**src/hw/cordic_settings.svh**
```systemverilog
`ifndef CORDIC_SETTINGS_SVH
`define CORDIC_SETTINGS_SVH

// ======================================================================
// Fixed-point format shared by X, Y, Z, angle and result
// ======================================================================
`define CORDIC_W          16        // Data width with sign
`define CORDIC_FRAC       14        // Fraction bits of the Q2.14 format

// ======================================================================
// Iteration control
// ======================================================================
`define CORDIC_ITER_BITS  4         // Counter width for 16 micro-rotations

// Start value of X carries the inverse CORDIC gain
// so the final vector comes out with unit length
`define CORDIC_X0         9949      // 0.607252935 in Q2.14

`endif

```
**src/hw/cordic_pkg.sv**
```systemverilog
`include "cordic_settings.svh"

package cordic_pkg;

    typedef logic signed [`CORDIC_W-1:0]        fix_t;     // X, Y, Z, angle and result
    typedef logic        [`CORDIC_ITER_BITS-1:0] iter_t;   // Micro-rotation index
    typedef logic        [1:0]                   region_t; // Angle region before reduction

    typedef enum logic [1:0] {
        VAR_X,                                  // X update slot
        VAR_Y,                                  // Y update slot
        VAR_Z                                   // Z update slot
    } cordic_var_e;

    typedef enum logic [2:0] {
        IDLE, LOAD, FETCH, SHIFT, ADD, OUT, DONE
    } cordic_state_e;

    typedef struct packed {
        logic    operation;                     // 1 for sine and 0 for cosine
        region_t region;                        // Region flag of the angle
        fix_t    angle;                         // Reduced angle in radians
    } cordic_req_t;

    typedef struct packed {
        fix_t x_sh;                             // X >>> i
        fix_t y_sh;                             // Y >>> i
        fix_t atan;                             // atan(2^-i) from the table
        logic sign;                             // Sign of Z picks the direction
    } step_t;

    typedef struct packed {
        logic load_req;                         // Capture start inputs
        logic load_xyz;                         // Load X/Y/Z stage registers
        logic load_step;                        // Register shift stage word
        logic add_en;                           // Write add/sub result
        logic load_out;                         // Register corrected output
    } ctrl_t;

endpackage

```
**src/hw/cordic_ctrl.sv**
```systemverilog
`timescale 1ns/10ps

module cordic_ctrl
    import cordic_pkg::*;
(
    input  logic        clk,                    // System clock
    input  logic        arst_n,                 // Async reset, active low
    input  logic        beg_fsm_cordic,         // Start pulse
    input  logic        ack_cordic,             // Result taken by consumer
    output ctrl_t       ctrl,                   // Datapath enables
    output iter_t       iter,                   // Current micro-rotation
    output cordic_var_e var_sel,                // Variable in the adder
    output logic        ready_cordic            // Result valid
);

    cordic_state_e state;                       // Current state
    cordic_state_e state_nxt;                   // Next state
    iter_t         iter_cnt;                    // Iteration counter
    cordic_var_e   var_cnt;                     // Variable counter
    logic          last_var;                    // Z add in progress
    logic          last_iter;                   // Final micro-rotation

    assign last_var  = (var_cnt == VAR_Z);
    assign last_iter = &iter_cnt;

    // ======================================================================
    // State register and next state
    // ======================================================================
    always_ff @(posedge clk or negedge arst_n)
    begin
        if (!arst_n)
            state <= IDLE;
        else
            state <= state_nxt;
    end

    always_comb
    begin
        state_nxt = state;                      // Hold by default
        case (state)
            IDLE:   if (beg_fsm_cordic) state_nxt = LOAD;
            LOAD:   state_nxt = FETCH;
            FETCH:  state_nxt = SHIFT;
            SHIFT:  state_nxt = ADD;
            ADD:
            begin
                if (last_var)                   // Three adds done
                    state_nxt = last_iter ? OUT : FETCH;
            end
            OUT:    state_nxt = DONE;
            DONE:   if (ack_cordic) state_nxt = IDLE;
            default: state_nxt = IDLE;
        endcase
    end

    // ======================================================================
    // Iteration and variable counters
    // ======================================================================
    always_ff @(posedge clk or negedge arst_n)
    begin
        if (!arst_n)
            iter_cnt <= '0;
        else if (state == LOAD)
            iter_cnt <= '0;                     // New request starts at i = 0
        else if (state == ADD && last_var)
            iter_cnt <= iter_cnt + 1'b1;        // Step after Z update
    end

    always_ff @(posedge clk or negedge arst_n)
    begin
        if (!arst_n)
            var_cnt <= VAR_X;
        else if (state == LOAD)
            var_cnt <= VAR_X;
        else if (state == ADD)
            var_cnt <= last_var ? VAR_X : cordic_var_e'(var_cnt + 2'd1);  // X, Y, Z, wrap
    end

    // Enables are plain decodes of the state register
    assign ctrl.load_req  = (state == LOAD);
    assign ctrl.load_xyz  = (state == FETCH);
    assign ctrl.load_step = (state == SHIFT);
    assign ctrl.add_en    = (state == ADD);
    assign ctrl.load_out  = (state == OUT);

    assign ready_cordic = (state == DONE);      // Held until ack
    assign iter         = iter_cnt;
    assign var_sel      = var_cnt;

endmodule

```
**src/hw/atan_rom.sv**
```systemverilog
`timescale 1ns/10ps

module atan_rom
    import cordic_pkg::*;
(
    input  iter_t iter,                         // Table address
    output fix_t  atan                          // atan(2^-i) in Q2.14
);

    // Rounded to nearest LSB
    always_comb
    begin
        case (iter)
            4'd0:    atan = fix_t'(12868);      // pi/4
            4'd1:    atan = fix_t'(7596);
            4'd2:    atan = fix_t'(4014);
            4'd3:    atan = fix_t'(2037);
            4'd4:    atan = fix_t'(1023);
            4'd5:    atan = fix_t'(512);
            4'd6:    atan = fix_t'(256);
            4'd7:    atan = fix_t'(128);
            4'd8:    atan = fix_t'(64);
            4'd9:    atan = fix_t'(32);
            4'd10:   atan = fix_t'(16);
            4'd11:   atan = fix_t'(8);
            4'd12:   atan = fix_t'(4);
            4'd13:   atan = fix_t'(2);
            4'd14:   atan = fix_t'(1);
            4'd15:   atan = fix_t'(0);          // Below half an LSB
            default: atan = fix_t'(0);
        endcase
    end

endmodule

```
**src/hw/cordic_datapath.sv**
```systemverilog
`timescale 1ns/10ps

`include "cordic_settings.svh"

module cordic_datapath
    import cordic_pkg::*;
(
    input  logic        clk,                    // System clock
    input  logic        arst_n,                 // Async reset, active low
    input  ctrl_t       ctrl,                   // Stage enables
    input  iter_t       iter,                   // Current micro-rotation
    input  cordic_var_e var_sel,                // Variable in the adder
    input  cordic_req_t req_in,                 // Request from the ports
    output cordic_req_t req,                    // Captured request
    output fix_t        x_n,                    // X after last update
    output fix_t        y_n                     // Y after last update
);

    fix_t  x_r;                                 // X at start of iteration
    fix_t  y_r;                                 // Y at start of iteration
    fix_t  z_r;                                 // Z at start of iteration
    fix_t  z_n;                                 // Z after last update
    fix_t  atan;                                // Table output
    step_t step;                                // Shift stage register
    fix_t  op_a;                                // Adder operand A
    fix_t  op_b;                                // Adder operand B
    logic  sub;                                 // 1 selects A - B
    fix_t  sum;                                 // Add/sub result

    atan_rom atan_rom_i
    (
        .iter (iter),
        .atan (atan)
    );

    // ======================================================================
    // Request capture
    // ======================================================================
    always_ff @(posedge clk or negedge arst_n)
    begin
        if (!arst_n)
            req <= '0;
        else if (ctrl.load_req)
            req <= req_in;                      // Operation, region and angle
    end

    // ======================================================================
    // Fetch and shift stages
    // ======================================================================
    always_ff @(posedge clk)
    begin
        if (ctrl.load_xyz)
        begin
            if (iter == '0)
            begin
                x_r <= fix_t'(`CORDIC_X0);      // Gain-compensated unit vector
                y_r <= '0;
                z_r <= req.angle;               // Angle left to rotate
            end
            else
            begin
                x_r <= x_n;                     // Results of previous round
                y_r <= y_n;
                z_r <= z_n;
            end
        end
    end

    always_ff @(posedge clk)
    begin
        if (ctrl.load_step)
        begin
            step.x_sh <= x_r >>> iter;          // Arithmetic shift keeps sign
            step.y_sh <= y_r >>> iter;
            step.atan <= atan;
            step.sign <= z_r[`CORDIC_W-1];      // Rotation mode so sign of Z
        end
    end

    // ======================================================================
    // Operand selection and shared add/sub
    // ======================================================================
    // Z >= 0 means d = +1 which subtracts for X and Z and adds for Y
    always_comb
    begin
        case (var_sel)
            VAR_X:
            begin
                op_a = x_r;
                op_b = step.y_sh;
                sub  = ~step.sign;
            end
            VAR_Y:
            begin
                op_a = y_r;
                op_b = step.x_sh;
                sub  = step.sign;
            end
            default:
            begin
                op_a = z_r;
                op_b = step.atan;
                sub  = ~step.sign;
            end
        endcase
    end

    assign sum = sub ? (op_a - op_b) : (op_a + op_b);

    always_ff @(posedge clk)
    begin
        if (ctrl.add_en)
        begin
            case (var_sel)
                VAR_X:   x_n <= sum;
                VAR_Y:   y_n <= sum;
                default: z_n <= sum;
            endcase
        end
    end

endmodule

```
**src/hw/quadrant_fix.sv**
```systemverilog
`timescale 1ns/10ps

module quadrant_fix
    import cordic_pkg::*;
(
    input  logic        clk,                    // System clock
    input  logic        arst_n,                 // Async reset, active low
    input  logic        load_out,               // Register the result
    input  cordic_req_t req,                    // Operation and region
    input  fix_t        x_n,                    // Final X is cos of reduced angle
    input  fix_t        y_n,                    // Final Y is sin of reduced angle
    output fix_t        data_output             // Corrected result
);

    logic use_y;                                // Pick Y instead of X
    logic negate;                               // Flip the sign
    fix_t pick;                                 // Selected variable
    fix_t fixed;                                // After sign correction

    // Region decode {operation, region}
    always_comb
    begin
        case ({req.operation, req.region})
            3'b000:  {use_y, negate} = 2'b00;   // cos a
            3'b001:  {use_y, negate} = 2'b11;   // cos(a + pi/2) = -sin a
            3'b010:  {use_y, negate} = 2'b10;   // cos(a - pi/2) = sin a
            3'b011:  {use_y, negate} = 2'b01;   // cos(a + pi) = -cos a
            3'b100:  {use_y, negate} = 2'b10;   // sin a
            3'b101:  {use_y, negate} = 2'b00;   // sin(a + pi/2) = cos a
            3'b110:  {use_y, negate} = 2'b01;   // sin(a - pi/2) = -cos a
            default: {use_y, negate} = 2'b11;   // sin(a + pi) = -sin a
        endcase
    end

    assign pick  = use_y ? y_n : x_n;
    assign fixed = negate ? -pick : pick;

    always_ff @(posedge clk or negedge arst_n)
    begin
        if (!arst_n)
            data_output <= '0;
        else if (load_out)
            data_output <= fixed;               // Held through DONE
    end

endmodule

```
**src/hw/cordic_top.sv**
```systemverilog
`timescale 1ns/10ps

module cordic_top
    import cordic_pkg::*;
(
    input  logic    clk,                        // System clock
    input  logic    arst_n,                     // Async reset, active low
    input  logic    beg_fsm_cordic,             // Start pulse
    input  logic    ack_cordic,                 // Result taken
    input  logic    operation,                  // 1 for sine and 0 for cosine
    input  region_t shift_region_flag,          // Region of the true angle
    input  fix_t    data_in,                    // Reduced angle in Q2.14
    output logic    ready_cordic,               // Result valid
    output fix_t    data_output                 // Sine or cosine in Q2.14
);

    ctrl_t       ctrl;                          // Stage enables
    iter_t       iter;                          // Micro-rotation index
    cordic_var_e var_sel;                       // Variable in the adder
    cordic_req_t req_in;                        // Packed request inputs
    cordic_req_t req;                           // Captured request
    fix_t        x_n;                           // Final X
    fix_t        y_n;                           // Final Y

    assign req_in = '{operation: operation, region: shift_region_flag, angle: data_in};

    cordic_ctrl cordic_ctrl_i
    (
        .clk            (clk),
        .arst_n         (arst_n),
        .beg_fsm_cordic (beg_fsm_cordic),
        .ack_cordic     (ack_cordic),
        .ctrl           (ctrl),
        .iter           (iter),
        .var_sel        (var_sel),
        .ready_cordic   (ready_cordic)
    );

    cordic_datapath cordic_datapath_i
    (
        .clk     (clk),
        .arst_n  (arst_n),
        .ctrl    (ctrl),
        .iter    (iter),
        .var_sel (var_sel),
        .req_in  (req_in),
        .req     (req),
        .x_n     (x_n),
        .y_n     (y_n)
    );

    quadrant_fix quadrant_fix_i
    (
        .clk         (clk),
        .arst_n      (arst_n),
        .load_out    (ctrl.load_out),
        .req         (req),
        .x_n         (x_n),
        .y_n         (y_n),
        .data_output (data_output)
    );

endmodule

```
**config.mk**
```make
export PLATFORM = sky130hd
export DESIGN_NAME = cordic_top
export DESIGN_NICKNAME = d
export VERILOG_FILES = /design/src/hw/cordic_pkg.sv /design/src/hw/cordic_ctrl.sv /design/src/hw/atan_rom.sv /design/src/hw/cordic_datapath.sv /design/src/hw/quadrant_fix.sv /design/src/hw/cordic_top.sv
export VERILOG_INCLUDE_DIRS = /design/src /design/src/hw
export SDC_FILE = /design/constraint.sdc
export NUM_CORES = 1
export LEC_CHECK = 0
export BUFFER_PORTS_ARGS = -buffer_cell sky130_fd_sc_hd__buf_4
export CORE_ASPECT_RATIO = 1.75
export CORE_MARGIN = 4
export CORE_UTILIZATION = 47
export DETAILED_ROUTE_END_ITERATION = 10
export SYNTH_ARGS = -nofsm -noshare
export SYNTH_HDL_FRONTEND = slang
export SYNTH_SLANG_ARGS = --single-unit
```
**constraint.sdc**
```tcl
create_clock -name clk -period 6.4 [get_ports clk]
set_clock_uncertainty 0.15 [all_clocks]
set_input_delay 1.28 -clock clk [delete_from_list [all_inputs] [get_ports clk]]
set_output_delay 1.28 -clock clk [all_outputs]
set_load 0.02 [all_outputs]
```
# [Yosys cells after proc, flatten, opt, wreduce, memory -nomap -nowiden]
# Memory sizes are Yosys's and may differ from the RTL's. A register that Yosys moved wholly into a read port is not among the register bits.
# Cells that the tools add are included.
[op_classes] magnitude_cmp=0 mul=0 n_mux=17 n_shift=2 n_div=0 n_bitwise=2 reduce_logical=15 addsub=5 eq_ne=16
[ops] operator="2-to-1 mux 16 bit" count=4
[ops] operator="one-hot mux 16 bit (2 select lines)" count=2
[ops] operator=">>> shifter 16 x 4 -> 16 bit" count=2
[ops] operator="one-hot mux 3 bit (7 select lines)" count=1
[ops] operator="equality test 3 bit, second input constant" count=6
[ops] operator="adder 16 bit" count=1
[ops] operator="negator 16 bit" count=1
[ops] operator="subtractor 16 bit" count=1
[ops] operator="equality test 3 x 2 -> 1 bit, second input constant" count=4
[ops] operator="2-to-1 mux 3 bit" count=4
[ops] operator="2-to-1 mux 4 bit" count=2
[ops] operator="OR reduction 4 bit" count=2
[ops] operator="zero test 3 bit" count=2
[ops] operator="2-to-1 mux 2 bit" count=3
[ops] operator="inequality test 2 bit, second input constant" count=3
[ops] operator="AND reduction 2 bit" count=3
[ops] operator="adder 4 x 1 -> 4 bit, second input constant" count=1
[ops] operator="zero test 4 bit" count=1
[ops] operator="AND reduction 4 bit" count=1
[ops] operator="nonzero test 2 bit" count=2
[ops] operator="equality test 3 x 1 -> 1 bit, second input constant" count=1
[ops] operator="AND reduction 3 bit" count=1
[ops] operator="adder 2 x 1 -> 2 bit, second input constant" count=1
[ops] operator="equality test 2 x 1 -> 1 bit, second input constant" count=1
[ops] operator="other kinds (6)" count=7
[word_totals] romBits=224 mem_count=1 elab_cells=75 inputBits=23 latch_bits=0 register_bits=189 mem_bits_rw=0
[memory_table] memory="(name not given)" depth=16 word_bits=14 read_ports=1 rd_clocked_by_memory_dff=1 write_ports=0 line="atan_rom.sv:13" text="case (iter)"

# [Depth between registers and ports, before layout]
# Gate-level depths: netlist of run 1.
[depth] depth_word=5 depth_mapped=16 depth_no_buf=15

# [By module]
# A second synthesis of run 1 with hierarchy kept.
[hier_totals] hier_cells=927 hier_area_um2=10776.6
[by_module_without_submodules] mod="cordic_datapath" seq_area_each_um2=4829.6 cells_per_inst=663 instances=1 area_per_inst_um2=8480.6
[by_module_without_submodules] mod="quadrant_fix" seq_area_each_um2=400.4 cells_per_inst=150 instances=1 area_per_inst_um2=1361.3
[by_module_without_submodules] mod="cordic_ctrl" seq_area_each_um2=225.2 cells_per_inst=65 instances=1 area_per_inst_um2=578.1
[by_module_without_submodules] mod="atan_rom" seq_area_each_um2=0.0 cells_per_inst=49 instances=1 area_per_inst_um2=356.6

# [Least setup slack after synthesis of run 1]
# No wires, ideal clock.
[synth_path] path_kind="reg-to-reg" startpoint="reg cordic_ctrl_i.state[0]" endpoint="reg cordic_datapath_i.x_r[0], enable pin" required_time_ns=5.737 synth_period_minus_slack_ns=4.610 t_arrival_ns=3.947 path_stages_with_launch=3 setup_slack_ns=1.790 cell_sequence="dfrtp_1 > clkbuf_1 > nor3_1"
[synth_between] elab_chain_len=1
[synth_lines] item="from (decl)" line="cordic_ctrl.sv:16" text="cordic_state_e state;"
[synth_lines] item="from (signal assigned)" line="cordic_ctrl.sv:34" text="state <= state_nxt;"
[synth_lines] item="equality test 3 x 2 -> 1 bit" line="cordic_ctrl.sv:81" text="assign ctrl.load_xyz = (state == FETCH);"
[synth_lines] item="to (signal assigned)" line="cordic_datapath.sv:56" text="x_r <= fix_t'(`CORDIC_X0);"
[synth_lines] item="to (signal assigned)" line="cordic_datapath.sv:62" text="x_r <= x_n;"
[synth_lines] item="to (decl)" line="cordic_datapath.sv:19" text="fix_t x_r;"
# No other way between the ends.
# A chain may end at the register's enable or synchronous reset.

# [Worst setup path after layout of run 1]
[layout_path] startpoint="reg cordic_ctrl_i.var_cnt[0], in the netlist cordic_ctrl_i.var_sel[0]" endpoint="reg cordic_datapath_i.z_n[15], data pin"
[layout_between] elab_chain_len=4 word_cells_on_any_way=8 classes_between="2 x add/sub; 1 x eq/ne; 4 x mux; 1 x reduce/logical"
[layout_lines] item="from (decl)" line="cordic_ctrl.sv:19" text="cordic_var_e var_cnt;"
[layout_lines] item="from (signal assigned)" line="cordic_ctrl.sv:76" text="var_cnt <= last_var ? VAR_X : cordic_var_e'(var_cnt + 2'd1);"
[layout_lines] item="equality test 2 x 1 -> 1 bit or zero test 2 bit (tied branches)" line="cordic_datapath.sv:86" text="case (var_sel)"
[layout_lines] item="one-hot mux 16 bit (2 select lines)" line="cordic_datapath.sv:86"
[layout_lines] item="adder 16 bit or subtractor 16 bit (tied branches)" line="cordic_datapath.sv:108" text="assign sum = sub ? (op_a - op_b) : (op_a + op_b);"
[layout_lines] item="2-to-1 mux 16 bit (*)" line="cordic_datapath.sv:108"
[layout_lines] item="named net cordic_datapath_i.sum[15]" line="cordic_datapath.sv:28" text="fix_t sum;"
[layout_lines] item="to (signal assigned)" line="cordic_datapath.sv:117" text="default: z_n <= sum;"
[layout_lines] item="to (decl)" line="cordic_datapath.sv:22" text="fix_t z_n;"
# Mark *: on every way through the listed nets, which the timed path passes. The rest lies on a longest branch.

==> results.yml, run 1 <==
finish:
  final_cell_mix: "nand2_1, edfxtp_1, mux2i_1, o21ai_0, nor2_1"
  antenna_cells: 0
  final_cell_area_mm2: 0.01152
  drive_gt1_frac: 0.1497
  layout_commonest_cell: "nand2_1"
  area_growth_pct: 10.91
  nNetsFinal: 1019
global_routing:
  busiest_layer: "met2"
  antenna_found_initial: 0
  grt_overflow: 0
  grt_use_met2: 0.4305
  met3_usage: 0.03398
  grt_pass1_wl_um: 42540
  use_met1: 0.2504
  grt_usage: 0.2313
  grt_max_degree: 49
  first_global_vias: 7445
synth:
  synth_area_leaders: "edfxtp_1, dfrtp_1, mux2i_1, nand2_1, mux2_2"
  netlist-cell-type-count: 64
  synth_seq_cells: 187
  synth_ff_type: "edfxtp_1"
  syn_area_mm2: 0.01039
  avgSynthCellArea_um2: 10.85
  synth_top_area_cell: "edfxtp_1"
  synth_nets: 1007
  synth_top_area_share: 0.4134
  synth_edf_count: 143
  netlist_instances: 957
  ys_async_sr_fraction: 0.2353
  ys_warn_count: 0
  yosysSeqAreaShare: 0.5195
detailed_routing:
  wl_um: 27460
  drtIter0Drc: 383
  via_per_inst: 5.626
  drc_errors: 0
  detail-route-antenna-nets: 0
  vias: 7167
  drt_pass1_iterations: 7
  wl_per_cell_um: 21.55
timing:
  min_period_ns: 4.828
  slew_viol_final: 0
  timing.fmax_mhz: 207.1
  slew_headroom: 0.1945
  layout_worst_path_cycle_share: 0.7544
  finalSetupViolCount: 0
  fin_setup_tns_ns: 0
  hold_viol_final: 0
  grt_setup_unrepaired: "false"
  worstMarginPinSlew_ns: 1.205
  finalWorstSetupSlack_ns: 1.572
placement:
  dp_slack_ns: 1.593
  hpwl_um: 20510
  gp_congestion: 0.9362
  dpl_cell_area_mm2: 0.01092
  io_buffers: 39
setup_path:
  worstPathRequired_ns: 6.43
  crit_fanout: 23
  crit_path_end_kind: "flop"
  crit_type: "flop to flop"
  worstPathArrival_ns: 4.86
  cp-start-kind: "flop"
  reg2reg_depth: 14
cts:
  cts_buffers: 17
  clkSinkCount: 187
  cts_buffer_depth: 2
  post-cts-setup-buffers: 0
  worstSkewPairLatency_ns: 0.44
  cts_resized: 0
  hold_buffers: 0
  cts_root_buffer: "clkbuf_16"
  htreeDepth: 4
  clk_pin_slew_ns: 0.07
  cts_tree: "built"
floorplan:
  ios: 40
  dieArea_mm2: 0.02463
  die-width_um: 120.4
  initial_utilization: 0.4811
  coreArea_mm2: 0.02159
  std_cell_rows: 71
  dieHeight_um: 204.7
job:
  cap_viol_max_count: 0
power_and_ir_drop:
  p_leak_nw: 4.213
  total_power_mw: 2.402
  power.density_mw_per_mm2: 208.5
  vdd_drop_max_mv: 0.1618
worst_hold_path:
  hold_depth: 2
  min_path_type: "flop to flop"
outcome:
  status: "completed"
## where the power goes
group	switching [mW]	leakage (nW)	internal (mW)	total, mW
clock	0.476	0.282	0.619	1.09
sequential	0	1.81	1.29	1.29
combinational	0.00746	2.13	0.00850	0.0160
## layout make-up
cell class,count,area [um2]
multi-input combinational,697,4717
fill,1926,10070
clock buffer,19,432.9
clock inverter,13,166.4
tap,292,365.4
sequential,187,5399
inverter,15,56.30
timing repair buffer,51,382.9
## kinds of logic (layout without fill, tap and decap cells)
group	Yosys count	count (layout)	synth area share
xor gates and xnor gates	49	49	0.04409
muxes	125	125	0.1370
and+or+nand+nor	328	328	0.1429
AOI/OAI and AO/OA	168	168	0.09517
DFF	187	187	0.5195
adders and majority gates	27	27	0.03325
buffers and inverters	73	98	0.02819
## worst max-delay path, cell delays in order (launching register included)
cell and delay [ns]:
dfrtp_2 0.81, mux2_2 0.40, mux2i_1 0.25, ha_1 0.24, nand3_1 0.13, nor3_1 0.49, a21oi_1 0.15, xor2_1 0.18
ha_1 0.36, a211oi_1 0.33, nand3_1 0.15, a31oi_1 0.40, nor3b_1 0.11, a211oi_1 0.27, xnor2_1 0.15
## registers in the layout, summed over array words and instances, names as in the netlist
| signal | cells |
|---|---|
| cordic_datapath_i.req | 19 |
| cordic_ctrl_i.var_sel | 2 |
| cordic_datapath_i.x_n | 16 |
| cordic_datapath_i.y_r | 16 |
| cordic_datapath_i.z_r | 16 |
| cordic_ctrl_i.iter | 4 |
| cordic_datapath_i.z_n | 16 |
| quadrant_fix_i.data_output | 16 |
| cordic_datapath_i.y_n | 16 |
| cordic_datapath_i.x_r | 16 |
| cordic_ctrl_i.state | 3 |
| cordic_datapath_i.step | 47 |
## path summary, 6_finish.rpt
kind | to | slack [ns] | startpoint
setup / recovery | cordic_datapath_i.z_n[15] | 1.57 | cordic_ctrl_i.var_sel[0]
hold / removal | cordic_datapath_i.req[2] | 0.33 | cordic_datapath_i.req[2]
setup reg to reg | cordic_datapath_i.z_n[15] | 1.57 | cordic_ctrl_i.var_sel[0]
hold reg to reg | cordic_datapath_i.req[2] | 0.33 | cordic_datapath_i.req[2]
max in group asynchronous | cordic_ctrl_i.iter[0] | 4.94 | arst_n
min in group asynchronous | cordic_datapath_i.req[3] | 0.69 | arst_n
## cell usage after synthesis (6+ instances only)
cell,instances
a211oi_1,8
a21oi_1,36
a31oi_1,13
and2_1,6
buf_2,9
clkbuf_1,43
dfrtp_1,44
edfxtp_1,143
ha_1,26
inv_1,14
mux2_2,36
mux2i_1,76
mux4_2,8
nand2_1,163
nand3_1,15
nor2_1,61
nor2b_1,30
nor3_1,18
o21ai_0,76
or2_2,9
xnor2_1,24
xor2_1,23
## metrics by stage
stage | utilization | hold slack [ns] | cells
6_report | 0.5336 | 0.3295 | 1274
5_1_grt | 0.5336 | 0.3501 | 1274
4_1_cts | 0.5336 | 0.3324 | 1274
3_5_place_dp | 0.5059 | 0.3140 | 1242
3_3_place_gp | 0.5059 | 0.3107 | 1242
2_1_floorplan | - | 0.2767 | 957
## metal layers
metal	vias to the layer above	routed length (um)
met5	-	0
met4	0	1302
met3	52	723
met2	159	15060
met1	3502	10370
li1	3454	-
Note: power is estimated with default switching activity, not from simulation.
==> run 2: changes to the inputs <==
Clock period 6.4 ns to 4.53 ns, I/O delays scaled along.
==> run 2 against run 1 <==
- worst setup slack worse by 1.3 ns
- sequential share of layout area is 0.15 points lower
- clock power is 31% higher
==> results.yml, run 2 (synthesis gave the netlist of run 1 again) <==
outcome:
  status: "completed"
detailed_routing:
  vias: 7197
  detail-route-antenna-nets: 0
  wl_um: 27710
  via_per_inst: 5.605
  drc_errors: 0
  drtIter0Drc: 500
  drt_pass1_iterations: 5
  wl_per_cell_um: 21.58
floorplan:
  dieArea_mm2: 0.02463
  coreArea_mm2: 0.02159
  dieHeight_um: 204.7
  std_cell_rows: 71
  die-width_um: 120.4
  initial_utilization: 0.4811
  ios: 40
global_routing:
  antenna_found_initial: 0
  grt_usage: 0.2325
  grt_overflow: 0
  grt_pass1_wl_um: 42680
  first_global_vias: 7232
  grt_max_degree: 53
cts:
  clk_pin_slew_ns: 0.07
  htreeDepth: 4
  cts_buffers: 17
  cts_tree: "built"
  worstSkewPairLatency_ns: 0.44
  cts_root_buffer: "clkbuf_16"
  post-cts-setup-buffers: 0
  hold_buffers: 0
  cts_resized: 0
  cts_buffer_depth: 2
  clkSinkCount: 187
job:
  cap_viol_max_count: 0
worst_hold_path:
  min_path_type: "flop to flop"
  hp-start: "cordic_datapath_i.z_r[15]"
  hold_path_end: "cordic_datapath_i.step[0]"
  hold_depth: 0
timing:
  grt_setup_unrepaired: "false"
  layout_worst_path_cycle_share: 0.9326
  finalSetupViolCount: 0
  slew_headroom: 0.2867
  slew_viol_final: 0
  fin_setup_tns_ns: 0
  min_period_ns: 4.225
  worstMarginPinSlew_ns: 1.070
  hold_viol_final: 0
  timing.fmax_mhz: 236.7
setup_path:
  worstPathRequired_ns: 4.55
  worstPathArrival_ns: 4.25
  crit_start: "cordic_ctrl_i.var_sel[0]"
  reg2reg_depth: 14
  cp-start-kind: "flop"
  crit_type: "flop to flop"
  crit_path_end_kind: "flop"
  r2r_end: "cordic_datapath_i.x_n[14]"
  worstReg2RegStart: "cordic_ctrl_i.var_sel[0]"
  crit_fanout: 12
  rrSetupSlack_ns: 0.31
finish:
  largest_reg_flops: 47
  regArea_mm2: 0.005399
  reg_top3: "cordic_datapath_i.step: 47 flops, cordic_datapath_i.req: 19 flops"
  drive_gt1_frac: 0.1593
  final_core_util: 0.5354
  antenna_cells: 0
  regMostFlops: "cordic_datapath_i.step"
  nNetsFinal: 1029
  layout_commonest_cell: "nand2_1"
  final_cell_mix: "nand2_1, edfxtp_1, o21ai_0"
  area_growth_pct: 11.28
  fillers: 1924
  final_cells: 1284
  multi_input_area_mm2: 0.004727
power_and_ir_drop:
  seqPwrFrac: 0.557
  combPwrFrac: 0.007
  p_leak_nw: 4.242
  p_sw_frac: 0.2068
  p_sw_uw: 677.7
  p_int_mw: 2.600
  power.density_mw_per_mm2: 283.6
  vdd_drop_max_mv: 0.2403
  p_clk_frac: 0.437
placement:
  place_inst: 1252
  gp_congestion: 0.9207
  hpwl_um: 20810
  io_buffers: 39
## run 2: power by group through the flow
stage / registers (mW) / logic (mW) / clock network [mW]
final: 1.82 / 0.0225 / 1.43
after global routing: 1.82 / 0.0255 / 1.53
after CTS: 1.82 / 0.0234 / 1.46
after detailed placement: 1.86 / 0.0235 / 0
after global placement: 1.86 / 0.0229 / 0
after floorplan: 1.86 / 0.000369 / 0
## run 2: cell type report
type                       instances  share of cell area
timing repair buffer              61             0.03962
tap                              292             0.03161
clock inverter                    12            0.009960
multi-input combinational        697              0.4090
sequential                       187              0.4671
clock buffer                      20             0.03778
inverter                          15            0.004872
## run 2: layer usage
metal	track usage	wire length (um)	vias up
met4	0.1005	1065	0
met1	0.2614	10710	3520
met5	0	0	-
met2	0.4335	15250	154
li1	-	-	3470
met3	0.03204	688	53
## run 2: worst max path at each step
stage                                     end  depth (start not counted)
floorplan           cordic_datapath_i.x_n[14]                         15
global route        cordic_datapath_i.x_n[14]                         12
detailed placement  cordic_datapath_i.z_n[14]                         14
global placement    cordic_datapath_i.z_n[14]                         14
finish              cordic_datapath_i.x_n[14]                         14
CTS                 cordic_datapath_i.z_n[14]                         14
## run 2: metrics by stage
step | hold WS [ns] | total power [mW] | area [um2] | worst slack, ns
6_report | 0.3150 | 3.278 | 11560 | 0.3054
5_1_grt | 0.3286 | 3.376 | 11560 | 0.05261
4_1_cts | 0.3117 | 3.309 | 11550 | 0.2577
3_5_place_dp | 0.3004 | 1.885 | 11000 | 0.2841
3_3_place_gp | 0.2845 | 1.884 | 11000 | 0.3258
2_1_floorplan | 0.2767 | 1.862 | 10390 | 0.7255
## run 2: critical path, cell delays in order (launching register included)
cell and delay, ns:
dfrtp_2 0.55, mux2_2 0.39, mux2i_2 0.28, nand2_1 0.09, or4_4 0.56, nand2_1 0.11, xnor2_1 0.14, ha_1 0.32
a21o_1 0.20, a21oi_1 0.13, nor2b_1 0.06, a311oi_1 0.32, a31oi_1 0.17, o41a_1 0.34, xor2_1 0.17
==> run 3: changes to the inputs <==
Settings changed: PLACE_DENSITY set to 0.66.
Clock period 4.53 ns to 3.85 ns, I/O delays scaled along.
==> run 3 against run 2 <==
- the run now ends with negative setup slack left
- die area unchanged
- register-to-register slack got worse by 0.41 ns
- flip-flop and latch count unchanged
- via count rose by 2.9%
- non-clock buffer count is 35 higher
- utilization grew 2.9 points
- global-route usage up 0.10 points
- total power rose by 25%
- critical path depth unchanged
- count of clock-buffer cells in the layout down 2
- critical endpoint is now cordic_datapath_i.y_n[14]
==> results.yml, run 3 (synthesis gave the netlist of run 1 again) <==
cts:
  clk_pin_slew_ns: 0.07
  hold_buffers: 0
  cts_tree: "built"
  cts_root_buffer: "clkbuf_16"
  cts_buffers: 17
  worstSkewPairLatency_ns: 0.44
  htreeDepth: 4
  clkSinkCount: 187
  cts_buffer_depth: 2
finish:
  largest_reg_flops: 47
  regMostFlops: "cordic_datapath_i.step"
  reg_top3: "cordic_datapath_i.step: 47 flops, cordic_datapath_i.req: 19 flops"
  drive_gt1_frac: 0.2220
  area_growth_pct: 17.35
  fillers: 1774
  layout_commonest_cell: "nand2_1"
  final_cell_mix: "nand2_1, edfxtp_1, buf_4"
  nNetsFinal: 1064
  antenna_cells: 0
floorplan:
  die-width_um: 120.4
  ios: 40
  coreArea_mm2: 0.02159
  initial_utilization: 0.4811
  std_cell_rows: 71
  dieHeight_um: 204.7
  dieArea_mm2: 0.02463
placement:
  dp_slack_ns: -0.1311
  io_buffers: 39
  hpwl_um: 21110
  gp_congestion: 0.9524
power_and_ir_drop:
  total_power_mw: 4.113
  p_leak_nw: 4.543
  power.density_mw_per_mm2: 337.5
  vdd_drop_max_mv: 0.4110
setup_path:
  cp-start-kind: "flop"
  worstPathRequired_ns: 3.88
  crit_type: "flop to flop"
  crit_fanout: 8
  worstPathArrival_ns: 3.99
  crit_path_end_kind: "flop"
timing:
  fin_setup_tns_ns: -0.3046
  hold_viol_final: 0
  slew_viol_final: 0
  worstMarginPinSlew_ns: 1.097
  min_period_ns: 3.957
  slew_headroom: 0.2687
  grt_setup_unrepaired: "true"
  finalWorstSetupSlack_ns: -0.1071
  finalSetupViolCount: 3
  timing.fmax_mhz: 252.7
  layout_worst_path_cycle_share: 1.028
detailed_routing:
  wl_per_cell_um: 21.34
  via_per_inst: 5.613
  wl_um: 28150
  vias: 7404
  detail-route-antenna-nets: 0
  drtIter0Drc: 512
  drc_errors: 0
  drt_pass1_iterations: 5
job:
  cap_viol_max_count: 0
global_routing:
  grt_usage: 0.2336
  first_global_vias: 7481
  grt_overflow: 0
  grt_pass1_wl_um: 42880
  grt_max_degree: 49
  antenna_found_initial: 0
outcome:
  status: "finished with violations"
  failed_checks: "negative setup slack"
worst_hold_path:
  min_path_type: "input pin to async pin"
## run 3: cell types whose count changed in the layout (fill, tap and decap cells not counted), sizes merged
cell,change
clkinv,+2
bufinv,+3
buf,+35
clkbuf,-2
inv,+1
clkinvlp,-4
## run 3: report_power, final
part | total, mW | switching (mW) | internal [mW]
Clock | 1.94 | 0.817 | 1.12
Combinational | 0.0268 | 0.0127 | 0.0141
Sequential | 2.15 | 0 | 2.15
Total | 4.11 | 0.830 | 3.28
## run 3: area by class of cell
cell class	count	area, um2	area share
Timing Repair Buffer	96	732.0	0.06006
Inverter	15	56.30	0.004620
Sequential cell	187	5399	0.4430
Clock inverter	14	209.0	0.01714
Tap cell	292	365.4	0.02998
Clock buffer	18	439.2	0.03603
Multi-Input combinational cell	697	4987	0.4092
## run 3: through the flow
| step | cell area, um2 | std cells | hold slack, ns | util |
|---|---|---|---|---|
| after detailed placement | 11200 | 1278 | 0.3050 | 0.5187 |
| after global placement | 11200 | 1278 | 0.2817 | 0.5187 |
| after global routing | 12190 | 1319 | 0.2202 | 0.5646 |
| final | 12190 | 1319 | 0.1969 | 0.5646 |
| after CTS | 11950 | 1315 | 0.2048 | 0.5535 |
| after floorplan | 10390 | 957 | 0.2767 | - |
## run 3: layer usage
metal  wire length (um)  GRT usage  up-vias  part of all wire
li1                   -          -     3552                 -
met1              10090     0.2474     3573              0.36
met2              15050     0.4219      202              0.53
met3                856    0.02790       77             0.030
met4               2156     0.1686        0             0.077
met5                  0          0        -                 0
## run 3: worst paths after layout
path	from	endpoint	slack (ns)	depth (start not counted)
min in group clk	cordic_datapath_i.z_r[15]	cordic_datapath_i.step[0]	0.32	0
setup / recovery	cordic_ctrl_i.var_sel[0]	cordic_datapath_i.y_n[14]	-0.11	14
max in group asynchronous	arst_n	cordic_ctrl_i.iter[0]	2.91	1
hold / removal	arst_n	cordic_datapath_i.req[8]	0.20	1
hold reg to reg	cordic_datapath_i.z_r[15]	cordic_datapath_i.step[0]	0.32	0
setup reg to reg	cordic_ctrl_i.var_sel[0]	cordic_datapath_i.y_n[14]	-0.11	14
## run 3: worst max-delay path, stage by stage (launching register included)
cell and delay, ns:
dfrtp_2 0.52, mux2_4 0.35, mux2i_4 0.16, nand2_1 0.09, or4_4 0.58, nand2_4 0.10
xnor2_2 0.10, ha_1 0.26, a21o_1 0.17, a21oi_2 0.13, nor2b_2 0.06, a311oi_4 0.28
a31oi_2 0.15, o41a_1 0.42, xor2_2 0.17
## run 3: repair_timing
item,in CTS,in global routing
buffers inserted,5,4
setup endpoints to repair,12,21
pin swaps,7,16
gates resized for setup,16,39
